--- config.mk ---
export PLATFORM = sky130hd
export DESIGN_NAME = chipset_top
export DESIGN_NICKNAME = d
export VERILOG_FILES = /design/src/hdl/chipset_pkg.sv /design/src/hdl/refresh_timer.sv /design/src/hdl/dma_cycle_fsm.sv /design/src/hdl/data_bus_steer.sv /design/src/hdl/chipset_top.sv
export VERILOG_INCLUDE_DIRS = /design/src /design/src/include
export SDC_FILE = /design/constraint.sdc
export NUM_CORES = 1
export LEC_CHECK = 0
export BUFFER_PORTS_ARGS = -buffer_cell sky130_fd_sc_hd__buf_2
export CAP_MARGIN = 5
export CORE_ASPECT_RATIO = 2
export CORE_MARGIN = 10
export CORE_UTILIZATION = 46
export DETAILED_ROUTE_END_ITERATION = 12
export PLACE_DENSITY = 0.77
export SYNTH_ARGS = -nofsm -noshare
export SYNTH_HDL_FRONTEND = slang
export SYNTH_SLANG_ARGS = --single-unit
--- constraint.sdc ---
create_clock -name clock -period 2.5 [get_ports clock]
set_clock_uncertainty 0.15 [all_clocks]
set_input_delay 0 -clock clock [delete_from_list [all_inputs] [get_ports clock]]
set_output_delay 0 -clock clock [all_outputs]
set_load 0.01 [all_outputs]
--- src/include/chipset_defs.svh ---
/*
 * Chipset start and reset levels shared by the RTL and the testbench
 */
`ifndef CHIPSET_DEFS_SVH
`define CHIPSET_DEFS_SVH

`define TIMER_START_LEVEL 1'b1
`define READY_RESET_LEVEL 1'b0

`endif

--- src/hdl/chipset_pkg.sv ---
/*
 * Chipset package
 * Bus types and default parameter values for the XT bus-cycle core
 */
`default_nettype none

package chipset_pkg;

    localparam int DMA_CHANNELS = 4;

    // Refresh period in clocks, even so both halves match
    localparam logic [15:0] DEFAULT_REFRESH_DIVISOR = 16'd18;
    localparam int DEFAULT_DMA_CYCLE_LENGTH = 4;

    typedef logic [7:0] data_t;
    typedef logic [DMA_CHANNELS-1:0] dma_vec_t;

    // Bus commands, all active low
    typedef struct packed {
        logic io_read_n;
        logic io_write_n;
        logic memory_read_n;
        logic memory_write_n;
    } bus_cmd_t;

    // Read data offered by the chipset and by RAM
    typedef struct packed {
        data_t chipset_data;
        logic  chipset_drive;
        data_t ram_data;
        logic  ram_select_n;
    } data_src_t;

endpackage

`default_nettype wire

--- src/hdl/refresh_timer.sv ---
/*
 * Refresh timer
 * Reloading down-counter giving a square wave, like timer channel 1
 * in square-wave mode
 */
`timescale 1ns/1ps
`default_nettype none
`include "chipset_defs.svh"

module refresh_timer #(
    parameter logic [15:0] REFRESH_DIVISOR = chipset_pkg::DEFAULT_REFRESH_DIVISOR
) (
    input  logic clock,
    input  logic reset,
    output logic timer_out
);

    localparam logic [15:0] HALF_DIVISOR = REFRESH_DIVISOR >> 1;

    logic [15:0] count;
    logic [15:0] count_next;

    // Reload on reaching 1
    assign count_next = (count == 16'd1) ? REFRESH_DIVISOR : count - 16'd1;

    always_ff @(posedge clock or posedge reset) begin
        if (reset) begin
            count     <= REFRESH_DIVISOR;
            timer_out <= `TIMER_START_LEVEL;
        end else begin
            count     <= count_next;
            // High through the upper half of the count
            timer_out <= (count_next > HALF_DIVISOR);
        end
    end

    timer_edge_points: assert property (
        @(posedge clock) disable iff (reset)
        $changed(timer_out) |-> (count == REFRESH_DIVISOR || count == HALF_DIVISOR)
    ) else $error("timer_out changed away from reload or half count");

endmodule

`default_nettype wire

--- src/hdl/dma_cycle_fsm.sv ---
/*
 * DMA cycle FSM
 * Latches the refresh request on channel 0, grants the highest priority
 * channel once the bus is idle and holds processor ready off meanwhile
 */
`timescale 1ns/1ps
`default_nettype none
`include "chipset_defs.svh"

module dma_cycle_fsm #(
    parameter int DMA_CYCLE_LENGTH = chipset_pkg::DEFAULT_DMA_CYCLE_LENGTH
) (
    input  logic                  clock,
    input  logic                  reset,
    input  logic                  timer_out,
    input  logic [2:0]            dma_request,
    input  chipset_pkg::bus_cmd_t bus_cmd,
    input  logic                  io_channel_ready,
    output chipset_pkg::dma_vec_t dma_acknowledge_n,
    output logic                  address_enable_n,
    output logic                  processor_ready
);

    import chipset_pkg::*;

    localparam int CHANNEL_W = $clog2(DMA_CHANNELS);
    localparam int COUNT_W   = $clog2(DMA_CYCLE_LENGTH + 1);
    localparam logic [COUNT_W-1:0] LAST_COUNT = COUNT_W'(DMA_CYCLE_LENGTH - 1);

    typedef enum logic [1:0] {
        IDLE,
        GRANT,
        ACTIVE
    } dma_state_t;

    dma_state_t           state;
    dma_state_t           state_next;
    logic                 prev_timer_out;
    logic                 refresh_request;
    dma_vec_t             requests;
    logic [CHANNEL_W-1:0] pick;
    logic [CHANNEL_W-1:0] channel;
    logic [COUNT_W-1:0]   cycle_count;
    logic                 bus_idle;

    // Refresh request, set after a timer rise and cleared by its acknowledge
    always_ff @(posedge clock or posedge reset) begin
        if (reset) begin
            prev_timer_out  <= `TIMER_START_LEVEL;
            refresh_request <= 1'b0;
        end else begin
            prev_timer_out <= timer_out;
            if (~dma_acknowledge_n[0])
                refresh_request <= 1'b0;
            else if (timer_out & ~prev_timer_out)
                refresh_request <= 1'b1;
        end
    end

    assign requests = {dma_request, refresh_request};

    assign bus_idle = bus_cmd.io_read_n & bus_cmd.io_write_n
                    & bus_cmd.memory_read_n & bus_cmd.memory_write_n;

    // Channel 0 wins
    always_comb begin
        pick = '0;
        for (int i = DMA_CHANNELS - 1; i >= 0; i--) begin
            if (requests[i])
                pick = CHANNEL_W'(i);
        end
    end

    always_comb begin
        state_next = state;
        case (state)
            IDLE: begin
                if (|requests)
                    state_next = GRANT;
            end
            GRANT: begin
                if (bus_idle)
                    state_next = ACTIVE;
            end
            ACTIVE: begin
                if (cycle_count == LAST_COUNT)
                    state_next = IDLE;
            end
            default: begin
                state_next = IDLE;
            end
        endcase
    end

    always_ff @(posedge clock or posedge reset) begin
        if (reset) begin
            state           <= IDLE;
            channel         <= '0;
            cycle_count     <= '0;
            processor_ready <= `READY_RESET_LEVEL;
        end else begin
            state <= state_next;
            if (state == IDLE)
                channel <= pick;
            if (state == ACTIVE)
                cycle_count <= cycle_count + COUNT_W'(1);
            else
                cycle_count <= '0;
            // Ready drops in the same clock the grant starts
            processor_ready <= (state_next == IDLE) & io_channel_ready;
        end
    end

    assign address_enable_n = (state == IDLE);

    always_comb begin
        dma_acknowledge_n = '1;
        if (state == ACTIVE)
            dma_acknowledge_n[channel] = 1'b0;
    end

    single_ack: assert property (
        @(posedge clock) disable iff (reset)
        $onehot0(~dma_acknowledge_n)
    ) else $error("more than one DMA acknowledge low");

    ack_within_aen: assert property (
        @(posedge clock) disable iff (reset)
        address_enable_n |-> (&dma_acknowledge_n)
    ) else $error("DMA acknowledge low while address_enable_n high");

endmodule

`default_nettype wire

--- src/hdl/data_bus_steer.sv ---
/*
 * Data bus steering
 * Picks the internal data bus source: chipset, then RAM, then external
 */
`timescale 1ns/1ps
`default_nettype none

module data_bus_steer (
    input  chipset_pkg::data_src_t data_src,
    input  logic                   memory_read_n,
    input  chipset_pkg::data_t     data_bus_ext,
    input  logic                   cpu_read_ext,
    output chipset_pkg::data_t     internal_data_bus,
    output logic                   data_bus_direction
);

    always_comb begin
        if (data_src.chipset_drive) begin
            internal_data_bus  = data_src.chipset_data;
            data_bus_direction = 1'b0;
        end else if (~data_src.ram_select_n && ~memory_read_n) begin
            internal_data_bus  = data_src.ram_data;
            data_bus_direction = 1'b0;
        end else if (cpu_read_ext) begin
            // Only inbound case
            internal_data_bus  = data_bus_ext;
            data_bus_direction = 1'b1;
        end else begin
            internal_data_bus  = '0;
            data_bus_direction = 1'b0;
        end

        chipset_drive_outbound: assert (!(data_src.chipset_drive && data_bus_direction))
            else $error("bus direction inbound while chipset drives");
    end

endmodule

`default_nettype wire

--- src/hdl/chipset_top.sv ---
/*
 * Chipset top level
 * Refresh timer, DMA cycle FSM and data bus steering of the XT core
 */
`timescale 1ns/1ps
`default_nettype none

module chipset_top #(
    parameter logic [15:0] REFRESH_DIVISOR  = chipset_pkg::DEFAULT_REFRESH_DIVISOR,
    parameter int          DMA_CYCLE_LENGTH = chipset_pkg::DEFAULT_DMA_CYCLE_LENGTH
) (
    input  logic                   clock,
    input  logic                   reset,
    // Bus commands and ready
    input  chipset_pkg::bus_cmd_t  bus_cmd,
    input  logic                   io_channel_ready,
    // Channels 3 to 1
    input  logic [2:0]             dma_request,
    // Read data sources
    input  chipset_pkg::data_src_t data_src,
    input  chipset_pkg::data_t     data_bus_ext,
    input  logic                   cpu_read_ext,
    output chipset_pkg::data_t     internal_data_bus,
    output logic                   data_bus_direction,
    // Refresh and DMA
    output logic                   timer_out,
    output chipset_pkg::dma_vec_t  dma_acknowledge_n,
    output logic                   address_enable_n,
    output logic                   processor_ready
);

    refresh_timer #(
        .REFRESH_DIVISOR (REFRESH_DIVISOR)
    ) u_refresh_timer (
        .clock     (clock),
        .reset     (reset),
        .timer_out (timer_out)
    );

    dma_cycle_fsm #(
        .DMA_CYCLE_LENGTH (DMA_CYCLE_LENGTH)
    ) u_dma_cycle_fsm (
        .clock             (clock),
        .reset             (reset),
        .timer_out         (timer_out),
        .dma_request       (dma_request),
        .bus_cmd           (bus_cmd),
        .io_channel_ready  (io_channel_ready),
        .dma_acknowledge_n (dma_acknowledge_n),
        .address_enable_n  (address_enable_n),
        .processor_ready   (processor_ready)
    );

    data_bus_steer u_data_bus_steer (
        .data_src           (data_src),
        .memory_read_n      (bus_cmd.memory_read_n),
        .data_bus_ext       (data_bus_ext),
        .cpu_read_ext       (cpu_read_ext),
        .internal_data_bus  (internal_data_bus),
        .data_bus_direction (data_bus_direction)
    );

endmodule

`default_nettype wire

==> flow_summary.json <==
{
  "path_cells": "inv_1, ha_1, nor3b_2, xnor2_1, o21ai_0, a2111oi_1, nand4b_1",
  "cts_buffers": 3,
  "path_buf_inv": 1,
  "grt_antenna_before_repair": 0,
  "synth_edf_count": 0,
  "ant_nets": 0,
  "rsz0062_at_grt": "no",
  "ios": 53,
  "netSwitchingFraction": 0.244,
  "syn_inst": 165,
  "fin_setup_tns_ps": 0,
  "wirelength_um": 4650,
  "synth.distinct_cells": 46,
  "slew_viol_final": 0,
  "grt_max_degree": 28,
  "clk_pin_slew_ps": 90,
  "status": "complete, no violations",
  "gr-usage-all-layers": 0.151,
  "crit_family": "simple AND/OR/NAND/NOR gates",
  "grt_use_met2": 0.309,
  "finalHoldViolCount": 0,
  "drv_cap": 0,
  "placed_cells": 247,
  "met1_usage": 0.132,
  "grt_util_met3": 0.0220,
  "dr.pass1.iters": 5,
  "synth_flop_cell": "dfrtp_1",
  "synth_fp_nets": 206,
  "fin_cells": 259,
  "num_rows": 30,
  "fin_nets": 269,
  "final_cell_mix": "buf_2 (52), nor2_1 (28), dfrtp_1 (23), inv_1 (14), o21ai_0 (11)",
  "worstSetupStartpointType": "flop",
  "ys_seq_area_frac": 0.426,
  "cts_num_sinks": 27,
  "powerDensity_nw_per_um2": 405,
  "cp_slowest_stage_delay_ps": 490,
  "maxSlewHeadroom": 0.327,
  "initial_core_util": 0.473,
  "overflow": 0,
  "die_h_um": 103,
  "grt_pass1_vias": 1612,
  "insertion_delay_ps": 270,
  "routed_wire_length_per_instance_um": 18.0,
  "clk_path_buf_depth": 2,
  "finalCritPeriodShare": 0.854,
  "final_common_cell": "buf_2",
  "hold_ws_ps": 146,
  "yosys.area.top_type_share": 0.361,
  "avgSynthCellArea_um2": 9.68,
  "drt-initial-drc-count": 96,
  "post-route-min-period_ps": 2140,
  "core_area_um2": 3380,
  "worstMarginPinSlew_ps": 1010,
  "ys_ff_latch": 27,
  "yosys_warnings": 0,
  "cts_resized": 0,
  "combPwrFrac": 0.132,
  "hold_path.class": "in2out",
  "yosys.area.top_type": "dfrtp_1",
  "post-route-drc-count": 0,
  "cp-end-kind": "flop",
  "num_vias": 1533,
  "top_usage_layer": "met2",
  "antenna_cells": 0,
  "gp_congestion": 0.785,
  "htreeDepth": 1,
  "die_w_um": 61.7,
  "crit_type": "reg2reg",
  "power.switching_mw": 0.199,
  "die_area_um2": 6370,
  "finalSetupViolCount": 0,
  "leakage_nw": 0.886,
  "critPathSlowestCell": "dfrtp_1",
  "critical_path_required_ps": 2550,
  "async_flop_share": 1.00,
  "ff2ff_setup_slack_ps": 360,
  "grt_pass1_wl_um": 7360,
  "syn-cell-area_um2": 1600,
  "fin_ws_ps": 365,
  "synthToLayoutAreaGrowth_pct": 25.9,
  "arrival_ps": 2180,
  "cts_tree": "done",
  "max_freq_mhz": 468,
  "post-dp-hpwl_um": 3640,
  "cp_max_fo": 7,
  "power.internal_mw": 0.616,
  "place_ws_ps": 421,
  "io_buffers": 52,
  "via_per_inst": 5.92,
  "clkPwrFrac": 0.304,
  "vdd_ir_drop_max_mv": 0.291,
  "synth.area.top_cells": "dfrtp_1 (36%), dfstp_2 (6.6%), nor2_1 (6.6%), a222oi_1 (5.0%), o21ai_0 (3.4%)",
  "drive_gt1_frac": 0.330,
  "cts-root-buf": "clkbuf_8",
  "p_seq_frac": 0.564
}
-- synth_stat cells, drive strengths merged (4+ instances only) --
| cell type | count |
|---|---|
| a222oi | 8 |
| buf | 4 |
| dfrtp | 23 |
| dfstp | 4 |
| ha | 4 |
| inv | 14 |
| nand2 | 4 |
| nand3 | 5 |
| nor2 | 28 |
| nor2b | 4 |
| nor3 | 9 |
| nor3b | 4 |
| o21ai | 11 |
| xnor2 | 5 |
| xor2 | 5 |
-- final cells by class --
class | count | area (um^2)
sequential | 27 | 681
clock inverter | 1 | 7.51
tap | 32 | 40.0
fill | 305 | 1370
timing repair buffer | 63 | 363
inverter | 14 | 52.6
clock buffer | 3 | 41.3
multi-input combinational | 119 | 825
-- kinds of logic after synthesis --
logic type | Yosys count | share of synthesized area
flops | 27 | 0.426
mux | 1 | 0.00705
compound gates | 31 | 0.141
simple gates | 73 | 0.282
fa+ha+maj | 4 | 0.0313
xor+xnor | 10 | 0.0549
buf+inv | 19 | 0.0572
-- worst paths after layout --
check	endpoint	startpoint	cells past startpoint
min in group asynchronous	u_dma_cycle_fsm.channel[0]	reset	3
hold / removal	internal_data_bus[6]	data_bus_ext[6]	4
setup / recovery	u_refresh_timer.timer_out	u_refresh_timer.count[0]	7
hold reg to reg	u_dma_cycle_fsm.prev_timer_out	u_refresh_timer.timer_out	0
setup reg to reg	u_refresh_timer.timer_out	u_refresh_timer.count[0]	7
max in group asynchronous	u_dma_cycle_fsm.cycle_count[0]	reset	3
-- sequential cells by signal (all words and copies together) (netlist names) --
name and flops:
u_dma_cycle_fsm.processor_ready 1, u_refresh_timer.timer_out 1, u_dma_cycle_fsm.state 2, u_dma_cycle_fsm.refresh_request 1
u_dma_cycle_fsm.cycle_count 3, u_dma_cycle_fsm.channel 2, u_refresh_timer.count 16, u_dma_cycle_fsm.prev_timer_out 1
-- stage by stage --
stage / area (um^2) / power, mW / utilization
floorplan: 1600 / 0.509 / -
global placement: 1880 / 0.562 / 0.557
detailed placement: 1880 / 0.566 / 0.557
CTS: 2010 / 0.824 / 0.595
global route: 2010 / 0.853 / 0.595
finish: 2010 / 0.814 / 0.595
-- power by group through the flow --
stage          registers (mW)  clock network [mW]  logic (mW)
5_1_grt                 0.461               0.274       0.118
2_1_floorplan           0.463                   0      0.0459
3_3_place_gp            0.467                   0      0.0950
4_1_cts                 0.459               0.257       0.108
3_5_place_dp            0.467                   0      0.0981
6_report                0.459               0.248       0.108
-- routing by layer --
metal	routed length, um	share of wire	vias up
li1	-	-	719
met1	1540	0.33	743
met2	2790	0.60	58
met3	219	0.047	13
met4	103	0.022	0
met5	0	0	-
-- repair_timing --
item | in CTS | in global routing
hold buffers | 8 | 0
setup buffers | 0 | 0
endpoints found under the setup margin | 0 | 0
hold endpoints to repair | 28 | 0
-- worst register-to-register path, stage by stage (launching register included) --
cell and delay (ps):
dfrtp_1 490, inv_1 100, ha_1 210, nor3b_2 380, xnor2_1 160, o21ai_0 140, a2111oi_1 310, nand4b_1 140
Power figures use the tool's default switching activity.
